[src/pcpi_pkg.sv]
package pcpi_pkg;

	// One architectural register value
	typedef logic [31:0] word_t;

	// Request as presented by the core
	// All fields stay steady from the rise of valid until the core sees ready
	typedef struct packed {
		logic  valid;
		word_t insn;
		word_t rs1;
		word_t rs2;
	} pcpi_req_t;

	// Response from one execution unit, or from the merge towards the core
	// The PCPI wait level is called waiting because wait is a reserved word
	typedef struct packed {
		logic  wr;
		word_t rd;
		logic  waiting;
		logic  ready;
	} pcpi_resp_t;

endpackage

[src/muldiv_pkg.sv]
package muldiv_pkg;

	typedef logic [6:0] opcode_t;
	typedef logic [6:0] funct7_t;

	// Register-register ALU opcode, and the funct7 that selects the M group in it
	localparam opcode_t OPCODE_OP     = 7'b0110011;
	localparam funct7_t FUNCT7_MULDIV = 7'b0000001;

	// funct3 inside the M group
	// Bit 2 separates the multiply forms from the divide forms
	typedef enum logic [2:0] {
		MUL    = 3'b000,
		MULH   = 3'b001,
		MULHSU = 3'b010,
		MULHU  = 3'b011,
		DIV    = 3'b100,
		DIVU   = 3'b101,
		REM    = 3'b110,
		REMU   = 3'b111
	} muldiv_op_e;

	// One DSP slice takes two 18-bit signed operands and gives a 36-bit product
	typedef logic signed [17:0] dsp_operand_t;
	typedef logic signed [35:0] dsp_product_t;

	// One quotient bit is produced per iteration
	localparam int DIV_STEPS = 32;

	typedef logic [$clog2(DIV_STEPS)-1:0] div_count_t;

	typedef enum logic [1:0] {
		DIV_IDLE,
		DIV_RUN,
		DIV_DONE,
		DIV_HOLD
	} div_state_e;

endpackage

[src/mul_18x18.sv]
`timescale 1ns/1ps

module mul_18x18
	import muldiv_pkg::*;
(
	input  logic         clk,
	input  logic         reset,
	input  dsp_operand_t a,
	input  dsp_operand_t b,
	output dsp_product_t dout
);

	// The output register stands for the slice's own pipeline register
	always_ff @(posedge clk) begin
		if (reset) begin
			dout <= '0;
		end else begin
			dout <= a * b;
		end
	end

endmodule

[src/pcpi_fastmul_dsp.sv]
`timescale 1ns/1ps

module pcpi_fastmul_dsp
	import pcpi_pkg::*, muldiv_pkg::*;
(
	input  logic       clk,
	input  logic       reset,
	input  pcpi_req_t  req,
	output pcpi_resp_t resp
);

	muldiv_op_e op;
	logic insn_mul;
	logic start;
	logic rs1_signed;
	logic rs2_signed;

	dsp_operand_t rs1_hi;
	dsp_operand_t rs1_lo;
	dsp_operand_t rs2_hi;
	dsp_operand_t rs2_lo;

	dsp_product_t p_hh;
	dsp_product_t p_hl;
	dsp_product_t p_lh;
	dsp_product_t p_ll;
	logic [63:0] total;

	logic in_flight;
	logic done_wait;
	logic ready;
	logic low_word;
	word_t rd;

	function automatic logic [63:0] widen(dsp_product_t p);
		return {{28{p[35]}}, p};
	endfunction

	assign op = muldiv_op_e'(req.insn[14:12]);

	assign insn_mul = req.valid
		&& req.insn[6:0] == OPCODE_OP
		&& req.insn[31:25] == FUNCT7_MULDIV
		&& !req.insn[14];

	// No restart while a product is on its way or the last result is still claimed
	assign start = insn_mul && !in_flight && !done_wait;

	assign rs1_signed = (op == MULH) || (op == MULHSU);
	assign rs2_signed = (op == MULH);

	// Upper halves carry the sign of the operand when that operand is signed
	assign rs1_hi = {{2{rs1_signed & req.rs1[31]}}, req.rs1[31:16]};
	assign rs2_hi = {{2{rs2_signed & req.rs2[31]}}, req.rs2[31:16]};
	assign rs1_lo = {2'b00, req.rs1[15:0]};
	assign rs2_lo = {2'b00, req.rs2[15:0]};

	mul_18x18 hh (
		.clk   (clk),
		.reset (reset),
		.a     (rs1_hi),
		.b     (rs2_hi),
		.dout  (p_hh)
	);

	mul_18x18 hl (
		.clk   (clk),
		.reset (reset),
		.a     (rs1_hi),
		.b     (rs2_lo),
		.dout  (p_hl)
	);

	mul_18x18 lh (
		.clk   (clk),
		.reset (reset),
		.a     (rs1_lo),
		.b     (rs2_hi),
		.dout  (p_lh)
	);

	mul_18x18 ll (
		.clk   (clk),
		.reset (reset),
		.a     (rs1_lo),
		.b     (rs2_lo),
		.dout  (p_ll)
	);

	assign total = (widen(p_hh) << 32)
		+ (widen(p_hl) << 16)
		+ (widen(p_lh) << 16)
		+ widen(p_ll);

	always_ff @(posedge clk) begin
		if (reset) begin
			in_flight <= 1'b0;
			done_wait <= 1'b0;
			ready     <= 1'b0;
		end else begin
			ready <= in_flight;
			if (start) begin
				in_flight <= 1'b1;
			end else if (in_flight) begin
				in_flight <= 1'b0;
				done_wait <= 1'b1;
			end else if (done_wait && !req.valid) begin
				done_wait <= 1'b0;
			end
		end
	end

	always_ff @(posedge clk) begin
		if (start) begin
			low_word <= (op == MUL);
		end
		if (in_flight) begin
			rd <= low_word ? total[31:0] : total[63:32];
		end
	end

	// Fixed two-edge latency, so the core is never asked to wait
	assign resp = '{wr: ready, rd: rd, waiting: 1'b0, ready: ready};

endmodule

[src/pcpi_div_seq.sv]
`timescale 1ns/1ps

module pcpi_div_seq
	import pcpi_pkg::*, muldiv_pkg::*;
(
	input  logic       clk,
	input  logic       reset,
	input  pcpi_req_t  req,
	output pcpi_resp_t resp
);

	div_state_e state;
	div_count_t count;
	logic ready;
	word_t rd;

	muldiv_op_e op;
	logic insn_div;
	logic start;
	logic signed_op;
	logic rem_op;

	word_t quo;
	word_t rem;
	word_t divisor;
	logic want_rem;
	logic neg_quo;
	logic neg_rem;
	logic div_zero;
	logic overflow;

	logic [32:0] shifted;
	logic [33:0] trial;
	word_t quo_fix;
	word_t rem_fix;

	assign op = muldiv_op_e'(req.insn[14:12]);

	assign insn_div = req.valid
		&& req.insn[6:0] == OPCODE_OP
		&& req.insn[31:25] == FUNCT7_MULDIV
		&& req.insn[14];

	assign start = insn_div && state == DIV_IDLE;
	assign signed_op = (op == DIV) || (op == REM);
	assign rem_op = (op == REM) || (op == REMU);

	// Restoring step: shift the next dividend bit in and try to subtract the divisor
	assign shifted = {rem, quo[31]};
	assign trial = {1'b0, shifted} - {2'b00, divisor};

	always_ff @(posedge clk) begin
		if (reset) begin
			state <= DIV_IDLE;
			count <= '0;
			ready <= 1'b0;
		end else begin
			ready <= 1'b0;
			case (state)
				DIV_IDLE: begin
					if (start) begin
						state <= DIV_RUN;
						count <= '0;
					end
				end
				DIV_RUN: begin
					count <= count + 1'b1;
					if (count == div_count_t'(DIV_STEPS - 1)) begin
						state <= DIV_DONE;
					end
				end
				DIV_DONE: begin
					ready <= 1'b1;
					state <= DIV_HOLD;
				end
				DIV_HOLD: begin
					if (!req.valid) begin
						state <= DIV_IDLE;
					end
				end
				default: state <= DIV_IDLE;
			endcase
		end
	end

	// A zero divisor runs through the loop unchanged and leaves the dividend in rem,
	// so only the quotient needs forcing
	always_comb begin
		quo_fix = neg_quo ? -quo : quo;
		rem_fix = neg_rem ? -rem : rem;
		if (div_zero) begin
			quo_fix = '1;
		end
		if (overflow) begin
			quo_fix = 32'h8000_0000;
			rem_fix = '0;
		end
	end

	always_ff @(posedge clk) begin
		if (start) begin
			quo      <= (signed_op && req.rs1[31]) ? -req.rs1 : req.rs1;
			divisor  <= (signed_op && req.rs2[31]) ? -req.rs2 : req.rs2;
			rem      <= '0;
			want_rem <= rem_op;
			neg_quo  <= signed_op && (req.rs1[31] ^ req.rs2[31]);
			neg_rem  <= signed_op && req.rs1[31];
			div_zero <= req.rs2 == '0;
			overflow <= signed_op && req.rs1 == 32'h8000_0000 && req.rs2 == '1;
		end else if (state == DIV_RUN) begin
			if (!trial[33]) begin
				rem <= trial[31:0];
				quo <= {quo[30:0], 1'b1};
			end else begin
				rem <= shifted[31:0];
				quo <= {quo[30:0], 1'b0};
			end
		end else if (state == DIV_DONE) begin
			rd <= want_rem ? rem_fix : quo_fix;
		end
	end

	assign resp = '{
		wr: ready,
		rd: rd,
		waiting: (state == DIV_RUN) || (state == DIV_DONE),
		ready: ready
	};

endmodule

[src/pcpi_resp_merge.sv]
`timescale 1ns/1ps

module pcpi_resp_merge
	import pcpi_pkg::*;
(
	input  logic       clk,
	input  logic       reset,
	input  pcpi_resp_t mul_resp,
	input  pcpi_resp_t div_resp,
	output pcpi_resp_t resp
);

	logic unit_ready;
	logic unit_wait;
	logic was_busy;
	logic pending;
	logic ready;
	word_t rd;

	// Only one instruction is in progress at a time, so at most one unit is ready
	assign unit_ready = mul_resp.ready | div_resp.ready;
	assign unit_wait = mul_resp.waiting | div_resp.waiting;

	// A unit drops its wait together with its ready, one cycle before ours.
	// Bridge that cycle only when the unit had been waiting, so a multiply
	// never shows wait at all.
	assign pending = was_busy & unit_ready;

	always_ff @(posedge clk) begin
		if (reset) begin
			ready    <= 1'b0;
			was_busy <= 1'b0;
		end else begin
			ready    <= unit_ready;
			was_busy <= unit_wait;
		end
	end

	always_ff @(posedge clk) begin
		if (unit_ready) begin
			rd <= mul_resp.ready ? mul_resp.rd : div_resp.rd;
		end
	end

	assign resp = '{
		wr: ready,
		rd: rd,
		waiting: unit_wait | pending,
		ready: ready
	};

endmodule

[src/pcpi_muldiv.sv]
`timescale 1ns/1ps

module pcpi_muldiv
	import pcpi_pkg::*;
(
	input  logic       clk,
	input  logic       reset,
	input  pcpi_req_t  req,
	output pcpi_resp_t resp
);

	pcpi_resp_t mul_resp;
	pcpi_resp_t div_resp;

	// Both units see every request and each claims only its own funct3 group
	pcpi_fastmul_dsp u_mul (
		.clk   (clk),
		.reset (reset),
		.req   (req),
		.resp  (mul_resp)
	);

	pcpi_div_seq u_div (
		.clk   (clk),
		.reset (reset),
		.req   (req),
		.resp  (div_resp)
	);

	pcpi_resp_merge u_merge (
		.clk      (clk),
		.reset    (reset),
		.mul_resp (mul_resp),
		.div_resp (div_resp),
		.resp     (resp)
	);

endmodule

[config.mk]
export PLATFORM = sky130hd
export DESIGN_NAME = pcpi_muldiv
export DESIGN_NICKNAME = d
export VERILOG_FILES = /design/src/pcpi_pkg.sv /design/src/muldiv_pkg.sv /design/src/mul_18x18.sv /design/src/pcpi_fastmul_dsp.sv /design/src/pcpi_div_seq.sv /design/src/pcpi_resp_merge.sv /design/src/pcpi_muldiv.sv
export SDC_FILE = /design/constraint.sdc
export NUM_CORES = 2
export LEC_CHECK = 0
export ABC_AREA = 0
export CAP_MARGIN = 20
export CORE_ASPECT_RATIO = 1.1
export CORE_MARGIN = 3
export CORE_UTILIZATION = 60
export DETAILED_ROUTE_END_ITERATION = 16
export DONT_BUFFER_PORTS = 1
export PLACE_DENSITY_LB_ADDON = 0.08
export SLEW_MARGIN = 20
export SYNTH_ARGS = -nofsm -noshare
export SYNTH_HDL_FRONTEND = slang
export SYNTH_SLANG_ARGS = --single-unit
[constraint.sdc]
create_clock -name clk -period 7.6 [get_ports clk]
set_input_delay 0.76 -clock clk [delete_from_list [all_inputs] [get_ports clk]]
set_output_delay 0.76 -clock clk [all_outputs]
set_load 0.02 [all_outputs]
-- After elaboration in Yosys (flattened, before gate mapping)
Index checks and enable logic that the tools add are counted.
- register bits: 351
- output and inout bits: 35
- $add $sub $neg: 9
- multiply operators: 4
- eq/ne operators: 16
- muxes and demuxes: 24
- bitwise operators: 9
- reductions and logical operators: 31
- operator list (kind ; number):
    2-to-1 mux 32 bit ; 13
    adder 64 bit ; 3
    negator 32 bit ; 4
    multiplier 17 x 17 -> 34 bit ; 2
    equality test 32 bit (second input constant) ; 2
    subtractor 33 x 32 -> 34 bit ; 1
    zero test 32 bit ; 1
    multiplier 16 x 16 -> 32 bit ; 1
    multiplier 17 x 17 -> 32 bit ; 1
    logical AND 1 bit ; 13
    case mux 5 bit (2 select lines) ; 1
    equality test 3 bit (second input constant) ; 3
    case mux 2 bit (4 select lines) ; 1
    equality test 7 x 1 -> 1 bit (second input constant) ; 1
    equality test 7 x 6 -> 1 bit (second input constant) ; 1
    2-to-1 mux 2 bit ; 3
    AND reduction 3 bit ; 2
    nonzero test 2 bit ; 3
    adder 5 x 1 -> 5 bit (second input constant) ; 1
    equality test 5 bit (second input constant) ; 1
    2-to-1 mux 1 bit ; 5
    2-to-1 mux 5 bit ; 1
    equality test 2 bit (second input constant) ; 2
    zero test 1 bit ; 4
    other kinds (13) ; 23

-- Longest topological paths before layout
- word-level depth: 8
- mapped depth: 27

-- Modules after synthesis
From an unflattened synthesis, not the netlist that was laid out.
- cell total of the unflattened synthesis: 7794
- area, all modules: 71159.5 µm²
- by module, submodules not included (module ; times used ; cells each ; area an instance (µm²)):
    mul_18x18 at u_mul.hl ; 1 ; 1450 ; 13289.0
    mul_18x18 at u_mul.hh ; 1 ; 1463 ; 13213.9
    mul_18x18 at u_mul.lh ; 1 ; 1423 ; 13103.8
    mul_18x18 at u_mul.ll ; 1 ; 1401 ; 13050.0
    pcpi_div_seq ; 1 ; 1170 ; 10187.3
    pcpi_fastmul_dsp ; 1 ; 809 ; 6730.2
    pcpi_resp_merge ; 1 ; 78 ; 1585.3

-- Worst setup path after synthesis
No wires, ideal clock.
- path type: input-to-reg
- start: input req[63] (netlist name)
- end: register u_mul.hh.dout[28]
- library setup time: 0.121 ns
- arrival: 7.182 ns
- required time: 7.479 ns
- path slack: 0.297 ns
- stages: 26
- path through: clkbuf_1 nor3b_1 clkbuf_1 clkbuf_1 nand2_1 fa_1 inv_1 fa_1 inv_1 fa_1 inv_1 fa_1 inv_1 fa_1 fa_1 inv_1 ha_1 a21o_1 a21oi_1 o21ai_0 a21o_1 a31oi_1 o31ai_1 o21a_1 nor2_1 mux2_2
- word-level cells in the longest chain between the ends: 2
- ends and longest elaborated chain (element ; line ; text):
    start, declared ; pcpi_muldiv.sv:8 ; input pcpi_req_t req,
    bitwise AND 1 bit ; pcpi_fastmul_dsp.sv:53 ; assign rs1_hi = {{2{rs1_signed & req.rs1[31]}}, req.rs1[31:16]};
    multiplier 17 x 17 -> 32 bit (*) ; mul_18x18.sv:18 ; dout <= a * b;
    end signal, assigned ; mul_18x18.sv:18 ;
    end, declared ; mul_18x18.sv:10 ; output dsp_product_t dout
Mark *: on every way between the ends. The rest lies on a longest branch, timed or not.
A chain may end at the register's enable or synchronous reset.

-- Worst setup path after layout
- start: input req[77] (netlist name)
- end: register u_mul.hh.dout[28]
- word-level cells in the longest chain between the ends: 4
- elaborated cells on any way between the ends: 6
- classes of those cells: 1 x mul; 2 x eq/ne; 2 x bitwise; 1 x reduce/logical
- ends and longest elaborated chain (element ; line ; text):
    equality test 3 x 1 -> 1 bit / equality test 3 x 2 -> 1 bit (equally long branches) ; pcpi_fastmul_dsp.sv:49, pcpi_fastmul_dsp.sv:50 ;
    logical OR 1 bit ; pcpi_fastmul_dsp.sv:49 ; assign rs1_signed = (op == MULH) || (op == MULHSU);
    bitwise AND 1 bit ; pcpi_fastmul_dsp.sv:53 ;
    multiplier 17 x 17 -> 32 bit (*) ; mul_18x18.sv:18 ;
Marks and branches as above.

==> results.txt <==
Post-CTS Setup Repair Bufs: 0
Die area: 100,000 sq um
Synth Register Bits: 343
Area contributors post-synth: fa_1 (35%), ha_1 (11%), edfxtp_1 (8.6%)
First-pass GRT wire length: 254,000 um
Die width: 302 um
CP delay by family, top: adder cells
Multi-input logic area: 43,600 sq um
Number of global-route vias before repair: 45.2k
Port Buffers: 0
Asr flop ratio synth: 0
Hpwl dp: 117,000 um
Pre-CTS setup slack: 0.337 ns
CP required: 8.07 ns
Cts repair resizes: 0
Status: finished clean
Post-synth top area cell: fa_1
Antenna violations before repair: 6
PwrDens: 448 nW/um^2
Remaining DRCs: 0
Crit path max-delay cell type: fa_1
Crit path kind: in2reg
Worst r2r src: u_mul.ll.dout[17]
Clock sinks: 343
Global-route usage over all layers: 0.326
CP endpoint kind: flip-flop
Post-Syn Nets: 8,017
Register area share after synthesis: 0.147
Number of I/O pins: 134
Final ANT Viol Nets: 0
CTS root buf: clkbuf_16
Hold endpoint: u_mul.hl.dout[31]
DR WL/cell: 21.3 um
Largest net degree at the start of global routing: 148
First-pass detailed-route iteration total: 6
Most used cell along the critical path: fa_1
Distinct cells, synth: 76
Row cnt: 118
Final Max Tran Viols: 0
RSZ-0062 raised after global routing: false
Leakage dissipation: 28.8 nW
Fin. Hold Viols: 0
Core Util, Final: 0.631
Vias/cell: 5.81
Crit path cell chain: xnor2_1 > nor3b_2 > buf_12 > buf_4 > nand2_1 > fa_1 > inv_1 > fa_1 > fa_1 > fa_1 > fa_1 > inv_1 > fa_1 > inv_1 > ha_1 > a21oi_1 > o21ai_0 > a21o_1 > a31oi_1 > o31ai_1 > o21a_1 > nor2_1 > mux2_2
Initial Utilization: 0.611
Grt ovf: 0
Hold WS: 0.275 ns
Number of synthesized flops with an enable pin: 166
Vias: 43.2k
Bufs and invs on worst path: 5
Hold Crit Depth: 1
# fillers: 8,134
Fin crit period: 6.66 ns
Iter 0 DRT Violations: 3,124
Layout area overhead: 3.37%
Cell area after layout: 59,900 sq um
Setup TNS: 0 ns
Yosys warning total: 0
R2R cell count: 14
Nets: 7,744
Skew-Pair Late Insertion Delay: 0.60 ns
CTS Buf Count: 41
Worst slew margin relative to its limit: 0.322
# setup viols final: 0
Critical Path AT: 7.13 ns
Clk_skew: 0.0174 ns
Core box area: 94,900 sq um
CP Launch Type: input port
R2R Path End: u_mul.rd[29]
H-tree levels: 2
Routed WL: 158,000 um
Worst path max stage delay: 0.64 ns
DIE HEIGHT: 332 um
Area after DPL: 58,500 sq um
CTS tree: yes
Post-CTS Hold Fix Bufs: 0
Crit Path Max Fanout: 21
Top-area cell type share of the netlist area: 0.350
Primary FF master, synth: dfxtp_1
Reg area: 8530 sq um
Worst Min Path Start: reset
Max Clk Rate: 0.150 GHz
Worst setup margin: 0.943 ns
Cells after Synth: 6,412
Worst VDD drop: 0.474 mV
Fraction of layout cells with a size suffix above 1: 0.0290
CTS clk-pin slew, worst paths: 0.06 ns
Worst min path class: in2reg
Max-cap violations: 0
Worst-margin pin slew: 1.02 ns
GPL Wtd Cong: 0.956
Clk buf depth: 3
Worst reg2reg setup slack: 2.51 ns
Tcrit/Tclk final: 0.876
Post-Syn Area per Cell: 9.04 sq um
Cell Area, Synth: 58,000 sq um
synthesized netlist by cell type (39+ instances only):
cell type  count
a21oi_1      170
nor2b_1       49
a21o_1        66
ha_1         493
inv_1       1213
nand2b_1      39
nor3_1        63
nand2_1      812
xnor2_1      145
clkbuf_1     292
nand3_1       50
buf_1         47
fa_1        1013
dfxtp_1      177
o21ai_0      186
o31ai_1       41
edfxtp_1     166
xor2_1       142
and2_1       478
nor2_1       270
power by group:
group / internal (mW) / switching [mW] / total (mW) / leakage (nW)
Combinational: 9.40 / 12.7 / 22.1 / 25.2
Sequential: 2.41 / 0.265 / 2.67 / 2.94
Clock: 1.21 / 0.873 / 2.09 / 0.689
Total: 13.0 / 13.8 / 26.9 / 28.8
kinds of logic (layout without fill, tap and decap cells):
group / Yosys count / count (layout) / synth area share
AOI/OAI and AO/OA: 738 / 738 / 0.0826
xor gates and xnor gates: 287 / 287 / 0.0434
adders and majority gates: 1506 / 1506 / 0.456
buffers and inverters: 1557 / 1317 / 0.101
DFF: 343 / 343 / 0.147
muxes: 42 / 42 / 0.00798
other: 0 / 4 / 0
and+or+nand+nor: 1939 / 1939 / 0.162
worst max path at each step:
stage                       start                end  slack [ns]  cells after the start
after floorplan           req[63]  u_mul.hh.dout[28]        0.30                     26
after global placement    req[76]  u_mul.hh.dout[28]        0.43                     23
after detailed placement  req[76]  u_mul.hl.dout[34]        0.34                     23
after CTS                 req[76]  u_mul.hl.dout[34]        0.96                     23
after global routing      req[77]  u_mul.hh.dout[28]        0.65                     23
final                     req[77]  u_mul.hh.dout[28]        0.94                     23
through the flow:
| step | std cells | total power, mW |
|---|---|---|
| 3_5_place_dp | 7355 | 24.6 |
| 3_3_place_gp | 7355 | 24.3 |
| 4_1_cts | 7431 | 26.9 |
| 2_1_floorplan | 6412 | 19.7 |
| 6_report | 7436 | 26.9 |
| 5_1_grt | 7433 | 30.1 |
layer usage:
metal	wire length, um	GRT usage	part of all wire	vias to the layer above
li1	-	-	-	19400
met1	64800	0.441	0.41	21900
met2	75800	0.546	0.48	1578
met3	12400	0.0492	0.078	310
met4	5380	0.0974	0.034	0
met5	0	0	0	-
flip-flops by register name (all words and copies together) (netlist names), 32 cells and up:
name and flops:
u_mul.hl.dout 34, u_mul.lh.dout 34, u_div.divisor 32, u_div.quo 32, u_div.rd 32, u_div.rem 32, u_merge.rd 32, u_mul.hh.dout 32
u_mul.ll.dout 32, u_mul.rd 32
cells in the final DEF, fill, tap and decap left out, types with 27 or more instances in the layout:
master        n
o21ai_0     186
clkbuf_16    45
nor3_1       63
a21o_1       66
ha_1        492
or3_1        35
xnor2_1     145
inv_1      1213
and2_1      478
nor2b_1      49
nand3_1      49
fa_1       1013
xor2_1      142
a21oi_1     169
nand2_1     812
edfxtp_1    166
nand2b_1     39
a221oi_1     29
nand4_1      27
o31ai_1      41
o21a_1       32
a31oi_1      37
dfxtp_1     177
a211oi_1     27
nor2_1      270
mux2_2       34
layout make-up:
cell class | count | share of cell area
Antenna cell | 4 | 0.000167
Tap cell | 1260 | 0.0263
Inverter | 1215 | 0.0761
Multi-Input combinational cell | 4512 | 0.728
Clock buffer | 56 | 0.0205
Timing Repair Buffer | 26 | 0.00359
Sequential cell | 343 | 0.142
Clock inverter | 20 | 0.00326
Note: power is estimated with default switching activity, not from simulation.
